[config.mk]
export PLATFORM = sky130hd
export DESIGN_NAME = controlUnit
export DESIGN_NICKNAME = d
export VERILOG_FILES = /design/src/design/rvIsaPkg.sv /design/src/design/ctrlPkg.sv /design/src/design/controlUnit.sv /design/src/design/phaseSequencer.sv /design/src/design/controlWordGen.sv /design/src/design/instrDecoder.sv
export SDC_FILE = /design/constraint.sdc
export NUM_CORES = 1
export LEC_CHECK = 0
export ABC_AREA = 1
export BUFFER_PORTS_ARGS = -buffer_cell sky130_fd_sc_hd__buf_2
export CORE_MARGIN = 5
export CORE_UTILIZATION = 30
export CTS_CLUSTER_SIZE = 8
export DETAILED_ROUTE_END_ITERATION = 16
export SLEW_MARGIN = 20
export SYNTH_ARGS = -nofsm -noshare
export SYNTH_HDL_FRONTEND = slang
export SYNTH_SLANG_ARGS = --single-unit
export TNS_END_PERCENT = 20
[constraint.sdc]
create_clock -name CLK -period 1.4 [get_ports CLK]
set_input_delay 0.14 -clock CLK [delete_from_list [all_inputs] [get_ports CLK]]
set_output_delay 0.14 -clock CLK [all_outputs]
set_load 0.02 [all_outputs]
[src/design/rvIsaPkg.sv]
`default_nettype none

package rvIsaPkg;

    ////////////////////////////////////////
    // Major opcodes, instruction bits 6:0
    ////////////////////////////////////////
    localparam logic [6:0] opLui    = 7'b0110111;
    localparam logic [6:0] opAuipc  = 7'b0010111;
    localparam logic [6:0] opJal    = 7'b1101111;
    localparam logic [6:0] opJalr   = 7'b1100111;
    localparam logic [6:0] opBranch = 7'b1100011;
    localparam logic [6:0] opLoad   = 7'b0000011;
    localparam logic [6:0] opStore  = 7'b0100011;
    localparam logic [6:0] opOpImm  = 7'b0010011;
    localparam logic [6:0] opOp     = 7'b0110011;

    ////////////////////////////////////////
    // Funct3, instruction bits 14:12
    ////////////////////////////////////////
    localparam logic [2:0] f3Jalr   = 3'b000;

    localparam logic [2:0] f3Lb     = 3'b000;
    localparam logic [2:0] f3Lh     = 3'b001;
    localparam logic [2:0] f3Lw     = 3'b010;
    localparam logic [2:0] f3Lbu    = 3'b100;
    localparam logic [2:0] f3Lhu    = 3'b101;

    localparam logic [2:0] f3Sb     = 3'b000;
    localparam logic [2:0] f3Sh     = 3'b001;
    localparam logic [2:0] f3Sw     = 3'b010;

    localparam logic [2:0] f3AddSub = 3'b000; // SUB only in register form
    localparam logic [2:0] f3Sll    = 3'b001;
    localparam logic [2:0] f3Slt    = 3'b010;
    localparam logic [2:0] f3Sltu   = 3'b011;
    localparam logic [2:0] f3Xor    = 3'b100;
    localparam logic [2:0] f3SrlSra = 3'b101;
    localparam logic [2:0] f3Or     = 3'b110;
    localparam logic [2:0] f3And    = 3'b111;

    // Funct7 bit 5, picks SUB and SRA
    localparam int altFunct7Bit = 30;

    // NONE marks an unknown instruction
    typedef enum logic [2:0] {NONE, R, I, S, B, U, J} immFormat_t;

    typedef enum logic [3:0] {
        COPY2, ADD, SUB, SLL, SLT, SLTU, XOR, SRL, SRA, OR, AND
    } aluOp_t;

    typedef enum logic {RS1, PC} aluSrc1_t;

    typedef enum logic {RS2, IMM} aluSrc2_t;

endpackage

`default_nettype wire
[src/design/ctrlPkg.sv]
`default_nettype none

package ctrlPkg;

    typedef enum logic [2:0] {FETCH, DECODE, EXECUTE, MEMORY, WRITEBACK} phase_t;

    typedef enum logic [3:0] {
        ILLEGAL, // All-zero decode
        UPPER,
        JUMP,
        JUMPREG,
        BRANCH,
        LOAD,
        STORE,
        ALUIMM,
        ALUREG
    } instrKind_t;

    // Instruction class as seen by the control word tables
    typedef struct packed {
        instrKind_t          kind;
        rvIsaPkg::immFormat_t format;
        rvIsaPkg::aluOp_t     aluOp;
        rvIsaPkg::aluSrc1_t   aluSrc1;
        rvIsaPkg::aluSrc2_t   aluSrc2;
    } decoded_t;

    ////////////////////////////////////////
    // Control word to the datapath, MSB first
    ////////////////////////////////////////
    typedef struct packed {
        logic                 stall;
        rvIsaPkg::immFormat_t format;
        logic                 jump;
        logic                 jumpReg;
        logic                 branch;
        rvIsaPkg::aluOp_t     aluOp;
        rvIsaPkg::aluSrc1_t   aluSrc1;
        rvIsaPkg::aluSrc2_t   aluSrc2;
        logic                 memRead;
        logic                 memWrite;
        logic                 memToReg;
        logic                 writeSrc;
        logic                 regWrite;
        logic                 memSkip;
    } ctrlWord_t;

    localparam ctrlWord_t idleWord = ctrlWord_t'({1'b1, 18'd0});

endpackage

`default_nettype wire

[src/design/controlUnit.sv]
`timescale 1ns/1ns
`default_nettype none

module controlUnit
(
    input  logic               CLK,
    input  logic               RESET,
    input  logic [31:0]        ins,
    input  logic               insValid,
    output logic               insReady,
    output ctrlPkg::ctrlWord_t ctrl
);

    logic [31:0]        insLatched;
    logic               insAccept;
    ctrlPkg::phase_t    phase;
    ctrlPkg::phase_t    nextPhase;
    ctrlPkg::ctrlWord_t nextWord;
    ctrlPkg::decoded_t  decoded;

    phaseSequencer sequencer
    (
        .CLK        (CLK),
        .RESET      (RESET),
        .ins        (ins),
        .insValid   (insValid),
        .insReady   (insReady),
        .nextWord   (nextWord),
        .nextPhase  (nextPhase),
        .phase      (phase),
        .insLatched (insLatched),
        .insAccept  (insAccept),
        .ctrl       (ctrl)
    );

    instrDecoder decoder
    (
        .ins     (insLatched),
        .decoded (decoded)
    );

    controlWordGen wordGen
    (
        .phase     (phase),
        .decoded   (decoded),
        .insAccept (insAccept),
        .nextWord  (nextWord),
        .nextPhase (nextPhase)
    );

endmodule

`default_nettype wire

[src/design/phaseSequencer.sv]
`timescale 1ns/1ns
`default_nettype none

module phaseSequencer
(
    input  logic               CLK,
    input  logic               RESET,
    input  logic [31:0]        ins,
    input  logic               insValid,
    output logic               insReady,
    input  ctrlPkg::ctrlWord_t nextWord,
    input  ctrlPkg::phase_t    nextPhase,
    output ctrlPkg::phase_t    phase,
    output logic [31:0]        insLatched,
    output logic               insAccept,
    output ctrlPkg::ctrlWord_t ctrl
);

    logic wordDrained; // Last word of previous instruction has left ctrl

    // First FETCH cycle still shows the final word, so wait one cycle
    assign insReady  = (phase == ctrlPkg::FETCH) && wordDrained;
    assign insAccept = insReady && insValid;

    ////////////////////////////////////////
    // Phase and control word registers
    ////////////////////////////////////////
    always_ff @(posedge CLK)
    begin
        if (RESET)
        begin
            phase       <= ctrlPkg::FETCH;
            ctrl        <= ctrlPkg::idleWord;
            wordDrained <= 1'b1;
        end
        else
        begin
            phase       <= nextPhase;
            ctrl        <= nextWord;
            wordDrained <= (phase == ctrlPkg::FETCH) && !insAccept;
        end
    end

    always_ff @(posedge CLK)
    begin
        if (insAccept)
            insLatched <= ins; // Held until next acceptance
    end

endmodule

`default_nettype wire

[src/design/controlWordGen.sv]
`timescale 1ns/1ns
`default_nettype none

module controlWordGen
(
    input  ctrlPkg::phase_t    phase,
    input  ctrlPkg::decoded_t  decoded,
    input  logic               insAccept,
    output ctrlPkg::ctrlWord_t nextWord,
    output ctrlPkg::phase_t    nextPhase
);

    always_comb
    begin
        nextWord  = ctrlPkg::idleWord;
        nextPhase = ctrlPkg::FETCH;
        case (phase)
            ctrlPkg::FETCH:
            begin
                if (insAccept)
                begin
                    nextWord.stall = 1'b0; // Fetch strobe
                    nextPhase      = ctrlPkg::DECODE;
                end
            end
            ctrlPkg::DECODE:
            begin
                nextWord.format = decoded.format; // NONE for unknown words
                nextPhase       = ctrlPkg::EXECUTE;
            end
            ctrlPkg::EXECUTE:
            begin
                if (decoded.kind != ctrlPkg::ILLEGAL)
                begin
                    nextWord.aluOp   = decoded.aluOp;
                    nextWord.aluSrc1 = decoded.aluSrc1;
                    nextWord.aluSrc2 = decoded.aluSrc2;
                end
                nextWord.jump    = (decoded.kind == ctrlPkg::JUMP);
                nextWord.jumpReg = (decoded.kind == ctrlPkg::JUMPREG);
                nextWord.branch  = (decoded.kind == ctrlPkg::BRANCH);
                case (decoded.kind)
                    ctrlPkg::ILLEGAL, ctrlPkg::BRANCH: nextPhase = ctrlPkg::FETCH;
                    ctrlPkg::LOAD, ctrlPkg::STORE:     nextPhase = ctrlPkg::MEMORY;
                    default:                           nextPhase = ctrlPkg::WRITEBACK;
                endcase
            end

            ////////////////////////////////////////
            // Memory and register write phases
            ////////////////////////////////////////
            ctrlPkg::MEMORY:
            begin
                nextWord.memRead  = (decoded.kind == ctrlPkg::LOAD);
                nextWord.memWrite = (decoded.kind == ctrlPkg::STORE);
                if (decoded.kind == ctrlPkg::LOAD)
                    nextPhase = ctrlPkg::WRITEBACK;
            end
            ctrlPkg::WRITEBACK:
            begin
                case (decoded.kind)
                    ctrlPkg::LOAD:
                    begin
                        nextWord.memToReg = 1'b1;
                        nextWord.writeSrc = 1'b1;
                        nextWord.regWrite = 1'b1;
                    end
                    ctrlPkg::UPPER, ctrlPkg::ALUIMM, ctrlPkg::ALUREG:
                    begin
                        nextWord.writeSrc = 1'b1; // ALU result
                        nextWord.regWrite = 1'b1;
                        nextWord.memSkip  = 1'b1;
                    end
                    ctrlPkg::JUMP, ctrlPkg::JUMPREG:
                    begin
                        nextWord.regWrite = 1'b1; // Link address
                        nextWord.memSkip  = 1'b1;
                    end
                    default:
                        nextWord = ctrlPkg::idleWord;
                endcase
            end
            default:
                nextPhase = ctrlPkg::FETCH;
        endcase
    end

endmodule

`default_nettype wire

[src/design/instrDecoder.sv]
`timescale 1ns/1ns
`default_nettype none

module instrDecoder
(
    input  logic [31:0]       ins,
    output ctrlPkg::decoded_t decoded
);

    logic [6:0] opcode;
    logic [2:0] funct3;
    logic       altBit;

    assign opcode = ins[6:0];
    assign funct3 = ins[14:12];
    assign altBit = ins[rvIsaPkg::altFunct7Bit];

    always_comb
    begin
        decoded = '0; // Kind ILLEGAL, format NONE
        case (opcode)
            rvIsaPkg::opLui:
            begin
                decoded.kind    = ctrlPkg::UPPER;
                decoded.format  = rvIsaPkg::U;
                decoded.aluOp   = rvIsaPkg::COPY2;
                decoded.aluSrc2 = rvIsaPkg::IMM;
            end
            rvIsaPkg::opAuipc:
            begin
                decoded.kind    = ctrlPkg::UPPER;
                decoded.format  = rvIsaPkg::U;
                decoded.aluOp   = rvIsaPkg::ADD;
                decoded.aluSrc1 = rvIsaPkg::PC;
                decoded.aluSrc2 = rvIsaPkg::IMM;
            end
            rvIsaPkg::opJal:
            begin
                decoded.kind   = ctrlPkg::JUMP;
                decoded.format = rvIsaPkg::J;
                decoded.aluOp  = rvIsaPkg::ADD;
            end
            rvIsaPkg::opJalr:
            begin
                if (funct3 == rvIsaPkg::f3Jalr)
                begin
                    decoded.kind   = ctrlPkg::JUMPREG;
                    decoded.format = rvIsaPkg::I;
                    decoded.aluOp  = rvIsaPkg::ADD;
                end
            end
            rvIsaPkg::opBranch:
            begin
                decoded.kind   = ctrlPkg::BRANCH; // Any funct3, comparison lives in datapath
                decoded.format = rvIsaPkg::B;
                decoded.aluOp  = rvIsaPkg::ADD;
            end
            rvIsaPkg::opLoad:
            begin
                if (funct3 inside {rvIsaPkg::f3Lb, rvIsaPkg::f3Lh, rvIsaPkg::f3Lw,
                                   rvIsaPkg::f3Lbu, rvIsaPkg::f3Lhu})
                begin
                    decoded.kind    = ctrlPkg::LOAD;
                    decoded.format  = rvIsaPkg::I;
                    decoded.aluOp   = rvIsaPkg::ADD;
                    decoded.aluSrc2 = rvIsaPkg::IMM;
                end
            end
            rvIsaPkg::opStore:
            begin
                if (funct3 inside {rvIsaPkg::f3Sb, rvIsaPkg::f3Sh, rvIsaPkg::f3Sw})
                begin
                    decoded.kind    = ctrlPkg::STORE;
                    decoded.format  = rvIsaPkg::S;
                    decoded.aluOp   = rvIsaPkg::ADD;
                    decoded.aluSrc2 = rvIsaPkg::IMM;
                end
            end
            rvIsaPkg::opOpImm:
            begin
                decoded.kind    = ctrlPkg::ALUIMM;
                decoded.format  = rvIsaPkg::I;
                decoded.aluSrc2 = rvIsaPkg::IMM;
                case (funct3)
                    rvIsaPkg::f3AddSub: decoded.aluOp = rvIsaPkg::ADD; // Bit 30 is immediate
                    rvIsaPkg::f3Slt:    decoded.aluOp = rvIsaPkg::SLT;
                    rvIsaPkg::f3Sltu:   decoded.aluOp = rvIsaPkg::SLTU;
                    rvIsaPkg::f3Xor:    decoded.aluOp = rvIsaPkg::XOR;
                    rvIsaPkg::f3Or:     decoded.aluOp = rvIsaPkg::OR;
                    rvIsaPkg::f3And:    decoded.aluOp = rvIsaPkg::AND;
                    rvIsaPkg::f3Sll:
                    begin
                        if (altBit)
                            decoded = '0;
                        else
                            decoded.aluOp = rvIsaPkg::SLL;
                    end
                    default:
                    begin
                        if (altBit)
                            decoded.aluOp = rvIsaPkg::SRA;
                        else
                            decoded.aluOp = rvIsaPkg::SRL;
                    end
                endcase
            end
            rvIsaPkg::opOp:
            begin
                decoded.kind   = ctrlPkg::ALUREG;
                decoded.format = rvIsaPkg::R;
                if (altBit && !(funct3 inside {rvIsaPkg::f3AddSub, rvIsaPkg::f3SrlSra}))
                    decoded = '0; // Bit 30 only legal for SUB and SRA
                else
                begin
                    case (funct3)
                        rvIsaPkg::f3AddSub:
                            decoded.aluOp = altBit ? rvIsaPkg::SUB : rvIsaPkg::ADD;
                        rvIsaPkg::f3Sll:    decoded.aluOp = rvIsaPkg::SLL;
                        rvIsaPkg::f3Slt:    decoded.aluOp = rvIsaPkg::SLT;
                        rvIsaPkg::f3Sltu:   decoded.aluOp = rvIsaPkg::SLTU;
                        rvIsaPkg::f3Xor:    decoded.aluOp = rvIsaPkg::XOR;
                        rvIsaPkg::f3SrlSra:
                            decoded.aluOp = altBit ? rvIsaPkg::SRA : rvIsaPkg::SRL;
                        rvIsaPkg::f3Or:     decoded.aluOp = rvIsaPkg::OR;
                        default:            decoded.aluOp = rvIsaPkg::AND;
                    endcase
                end
            end
            default:
                decoded = '0;
        endcase
    end

endmodule

`default_nettype wire

# ---- Word-level counts from Yosys, hierarchy flattened
# Cells that the tools add are included.
dict set report op_classes {
  bitwise_logic 6
  eq_ne 28
  n_mux 28
  n_reduce_logical 25
}
# op n
set ops {}
lappend ops {{$pmux 11 s9} 1}
lappend ops {{$pmux 4 s7} 2}
lappend ops {{$eq 7x6->1 const B} 3}
lappend ops {{$eq 7x7->1 const B} 3}
lappend ops {{$mux 10} 2}
lappend ops {{$eq 4x3->1 const B} 4}
lappend ops {{$reduce_or 2->1} 8}
lappend ops {{$eq 3x3->1 const B} 5}
lappend ops {{$eq 7x5->1 const B} 2}
lappend ops {{$eq 3x2->1 const B} 4}
lappend ops {{$mux 6} 2}
lappend ops {{$pmux 3 s4} 1}
lappend ops {{$mux 1} 10}
lappend ops {{$mux 9} 1}
lappend ops {{$eq 4x2->1 const B} 2}
lappend ops {{$mux 4} 2}
lappend ops {{$eq 7x2->1 const B} 1}
lappend ops {{$mux 7} 1}
lappend ops {{$eq 3x1->1 const B} 2}
lappend ops {{$logic_not 3->1} 2}
lappend ops {{$not 1->1} 6}
lappend ops {{$pmux 3 s2} 1}
lappend ops {{$reduce_or 6->1} 1}
lappend ops {{$reduce_bool 5->1} 1}
lappend ops {{other kinds (15)} 20}
dict set report totals {
  ff_bits 54
  elab_cells 104
  out_inout_bits 20
  inputBits 35
}

# ---- Logic depth before layout (Yosys ltp)
dict set report depth {
  ltp_word 10
  ltp_mapped 11
  mapped_depth_nobuf 10
}

# ---- Hierarchy
# A second synthesis with hierarchy kept.
dict set report unflattened {
  cells_unflattened 292
  area_unflattened_um2 2472.4
}
# module seq_area_each_um2 area_each_um2 instances cells_per_inst
set by_module_without_submodules {}
lappend by_module_without_submodules {phaseSequencer 1421.4 1664.1 1 113}
lappend by_module_without_submodules {instrDecoder 0.0 481.7 1 106}
lappend by_module_without_submodules {controlWordGen 0.0 326.6 1 73}

# ---- Worst setup path after synthesis
# Ideal clock, no wire load.
dict set report synth_path {
  path_kind {register -> register}
  start {register sequencer.phase[1]}
  end {register sequencer.insLatched[0] (enable)}
  setup_time_ns 0.345
  path_stages_with_launch 6
  n_path_buf 0
  required_time_ns 1.055
  slack_ns -0.168
  synth_period_minus_slack_ns 1.568
  arrival_time_ns 1.222
  path_cell_list {dfxtp_1 nor2_1 nand2_1 nor2_1 nand2_1 inv_1}
}
dict set report synth_via {
  elab_chain_len 3
}
# element line
set synth_rtl {}
lappend synth_rtl {{from (decl)} phaseSequencer.sv:13} ;# output ctrlPkg::phase_t phase,
lappend synth_rtl {{from (signal assigned)} phaseSequencer.sv:32} ;# phase <= ctrlPkg::FETCH;
lappend synth_rtl {{from (signal assigned)} phaseSequencer.sv:38} ;# phase <= nextPhase;
lappend synth_rtl {{$logic_not 3->1} phaseSequencer.sv:22} ;# assign insReady = (phase == ctrlPkg::FETCH) && wordDrained;
lappend synth_rtl {{$logic_and 1x1->1} phaseSequencer.sv:22}
lappend synth_rtl {{named net insReady} controlUnit.sv:10} ;# output logic insReady,
lappend synth_rtl {{$logic_and 1x1->1} phaseSequencer.sv:23} ;# assign insAccept = insReady && insValid;
lappend synth_rtl {{named net insAccept} controlUnit.sv:15} ;# logic insAccept;
lappend synth_rtl {{to (signal assigned)} phaseSequencer.sv:47} ;# insLatched <= ins;
lappend synth_rtl {{to (decl)} phaseSequencer.sv:14} ;# output logic [31:0] insLatched,
# The timed path passes the listed nets, and every way through them passes these cells.
# A chain may end at the register's enable or synchronous reset.

# ---- Final worst setup path
dict set report layout_path {
  start {register sequencer.insLatched[13]}
  end {register, netlist name sequencer.ctrl[9]}
}
dict set report layout_via {
  elab_chain_len 9
  elab_cells_between_ends 25
  cone_classes {7 x eq/ne; 9 x mux; 1 x bitwise; 8 x reduce/logical}
}
# element line
set layout_rtl {}
lappend layout_rtl {{$eq 3x3->1 / $logic_not 3->1 (equally long branches)} n/a}
lappend layout_rtl {{$reduce_bool 2->1} instrDecoder.sv:111} ;# if (altBit && !(funct3 inside {rvIsaPkg::f3AddSub, rvIsaPkg::f3SrlSra}))
lappend layout_rtl {{$logic_not 1->1} instrDecoder.sv:111}
lappend layout_rtl {{$logic_and 1x1->1} instrDecoder.sv:111}
lappend layout_rtl {{$mux 7} instrDecoder.sv:111}
lappend layout_rtl {{$pmux 11 s9 (*)} instrDecoder.sv:21} ;# case (opcode)
lappend layout_rtl {{$reduce_bool 4->1} controlWordGen.sv:33} ;# if (decoded.kind != ctrlPkg::ILLEGAL)
lappend layout_rtl {{$not 1->1 (no source line)} n/a}
lappend layout_rtl {{$reduce_or 3->1 (no source line)} n/a}
# Mark *: on every way between the ends. The rest lies on a longest branch, timed or not.

==> metrics.cfg <==
[outcome]
violations = setup timing
outcome = finished with violations

[critical_path]
r2r-start = sequencer.insLatched[13]
critPathRequiredTime_ns = 1.55
path_buf_inv = 3
path_delay_family = simple AND/OR/NAND/NOR gates
cp.arrival_ns = 1.66
path_max_fanout = 6
crit_slowest_cell = edfxtp_1
r2r_slack_ns = -0.12
cp_common_cell = nand3_1
reg2regPathDepth = 9
max_stage_delay_ns = 0.34
path_cells = buf_6 -> clkinv_4 -> buf_4 -> nand3_1 -> nand3_1 -> nand2_2 -> nand4_1 -> nor2_4 -> nor3_1
crit_type = flip-flop to flip-flop
worstSetupEndpointType = flip-flop
reg2reg_to = sequencer.ctrl[9]
start_kind = flip-flop

[logic_synthesis]
synth-edff-count = 11
syn_inst = 197
synthFlopType = dfxtp_1
ys_async_sr_fraction = 0
ys_ff_latch = 34
syn-num-nets = 232
synth_cell_types = 24
netlist_area_um2 = 1645
syn_area_per_cell_um2 = 8.352
synth_warnings = 0
seq_area_frac_synth = 0.4806

[sta]
fin_ws_ns = -0.1159
drv_slew = 0
fin_crit_sh = 1.083
tns_ns = -0.8552
hold_violations = 0
fin_crit_ns = 1.516
max_freq_mhz = 659.7
maxSlewHeadroom = 0.8026
clock_skew_ns = 0.003835
finalSetupViolCount = 11
tightest_slew_ns = 0.2954
rsz0062_at_grt = true

[clocking]
clock_path_buffers = 2
cts_made_buffers = 5
cts-root-buf = clkbuf_8
worstSkewPairLatency_ns = 0.27
clock_sinks = 34
tritoncts = built
ctsHtreeMaxLevel = 2
clk_pin_slew_ns = 0.06

[final_layout]
fillers = 572
drive_gt1_frac = 0.4205
syn_to_final_growth_pct = 36.27
fin_nets = 298
antennaDiodeCount = 0
utilization = 0.4148

[die]
dieArea_um2 = 7065
io_pins = 55
rows = 27
die_w_um = 84.06
start_util = 0.3044
die_h_um = 84.06
fp.coreArea_um2 = 5405

[power_and_ir_drop]
total_leakage_power_nw = 1.059
ir_drop_mv = 0.5722
power_density_nw_per_um2 = 925.2

[global_route]
grt_max_degree = 14
antenna_found_initial = 0
grt_pass1_wl_um = 5927
grt_remaining_overflow = 0
grt.total_usage = 0.1001
grt_pass1_vias = 1362

[placed_design]
hpwl_um = 2618
io_buffer_count = 33
place_worst_setup_slack_ns = -0.1645
gp_congestion = 0.8124

[hold_path]
hold_path_class = input port to flip-flop
hold_depth = 1
hp-start = ins[6]
worstHoldEndpoint = sequencer.insLatched[6]

[detailed_routing]
wl_per_cell_um = 9.747
drtIter0Drc = 43
dr.pass1.iters = 4
drc_errors = 0
num_vias = 1408
vias_per_cell = 4.190
routed_wl_um = 3275
antenna_left = 0

[job]
timing.max_cap.violations = 0

[cell type report]
cell class / instances / area (um2) / share of cell area
clock inverter: 1 / 5.005 / 0.002232
clock buffer: 7 / 86.33 / 0.03850
inverter: 31 / 123.9 / 0.05525
sequential: 34 / 790.8 / 0.3527
timing repair buffer: 62 / 386.6 / 0.1724
tap: 72 / 90.09 / 0.04018
multi-input combinational: 129 / 759.5 / 0.3387
[worst reg2reg max path: stages, from the launching register on]
cell and delay [ns]:
edfxtp_1 0.34, buf_6 0.13, clkinv_4 0.05, buf_4 0.14, nand3_1 0.07, nand3_1 0.12, nand2_2 0.14, nand4_1 0.15
nor2_4 0.20, nor3_1 0.07
[placed cells by master (no fill, tap or decap), types with 6 or more instances in the layout]
cell	n
a21oi_1	7
buf_2	33
buf_4	26
clkbuf_8	6
dfxtp_1	23
edfxtp_1	11
inv_1	25
nand2_1	27
nand2_2	7
nand2_4	6
nand3_1	15
nand3_2	7
nor2_1	20
nor2_2	6
nor2_4	8
nor3_1	8
[cells by family (layout without fill, tap and decap cells)]
group | after synthesis | count (layout) | share of synthesized area
AO/OA/AOI/OAI | 19 | 19 | 0.06540
buffers and inverters | 34 | 101 | 0.09202
flip-flops | 34 | 34 | 0.4806
AND/OR/NAND/NOR | 110 | 110 | 0.3620
[report_power, final]
part | internal, mW | total [mW] | switching [mW]
sequential | 1.06 | 1.09 | 0.0263
clock | 0.396 | 0.699 | 0.304
combinational | 0.120 | 0.289 | 0.169
[synthesized netlist by cell type, types with 2 or more instances]
cell      number  area (um2)
edfxtp_1      11       330.3
nand2_2        7       43.79
nor2_2         4       25.02
inv_1         28       105.1
nor2_1        24       90.09
a21oi_1        7       35.03
nor2_4         6       67.56
o21ai_0        8       40.04
nand3_2        4       40.04
nand4_1        4       25.02
nand3_1       18       90.09
nand2_1       29       108.9
inv_2          2       7.510
nand2_4        4       45.04
dfxtp_1       23       460.4
nor3_2         2       20.02
nor3_1         8       40.04
buf_6          2       22.52
[worst max path at each step]
| stage | depth (start not counted) | slack (ns) | to | start |
|---|---|---|---|---|
| after floorplan | 11 | -0.03 | sequencer.ctrl[6] | sequencer.insLatched[13] |
| after global placement | 9 | -0.14 | sequencer.ctrl[9] | sequencer.insLatched[12] |
| after detailed placement | 9 | -0.16 | sequencer.ctrl[9] | sequencer.insLatched[12] |
| after CTS | 11 | -0.11 | sequencer.ctrl[9] | sequencer.insLatched[13] |
| after global routing | 9 | -0.24 | sequencer.ctrl[6] | sequencer.insLatched[4] |
| final | 9 | -0.12 | sequencer.ctrl[9] | sequencer.insLatched[13] |
[sequential cells by signal (all words and copies together), names as in the netlist]
signal and cells:
sequencer.ctrl 19, sequencer.wordDrained 1, sequencer.insLatched 11, sequencer.phase 3
[layer usage]
metal	GRT usage	routed length, um	vias up
met5	0	0	-
met4	0.02193	7	0
met3	0.03653	223	2
met2	0.1542	1480	28
met1	0.1337	1563	602
li1	-	-	776
[repair_timing]
item	4_1_cts	5_1_grt
setup buffers	3	3
pin swaps	6	6
resized for setup	10	13
hold buffers	0	0
endpoints found under the setup margin	16	21
[through the flow]
step / hold WS [ns] / area, um2 / power (mW) / std cells
global placement: 0.3172 / 2046 / 1.365 / 322
detailed placement: 0.3181 / 2046 / 1.370 / 322
global route: 0.01678 / 2242 / 2.211 / 336
CTS: 0.02976 / 2191 / 2.097 / 333
finish: 0.04113 / 2242 / 2.074 / 336
floorplan: 0.2091 / 1648 / 1.279 / 197
(Power assumes the default switching activity.)
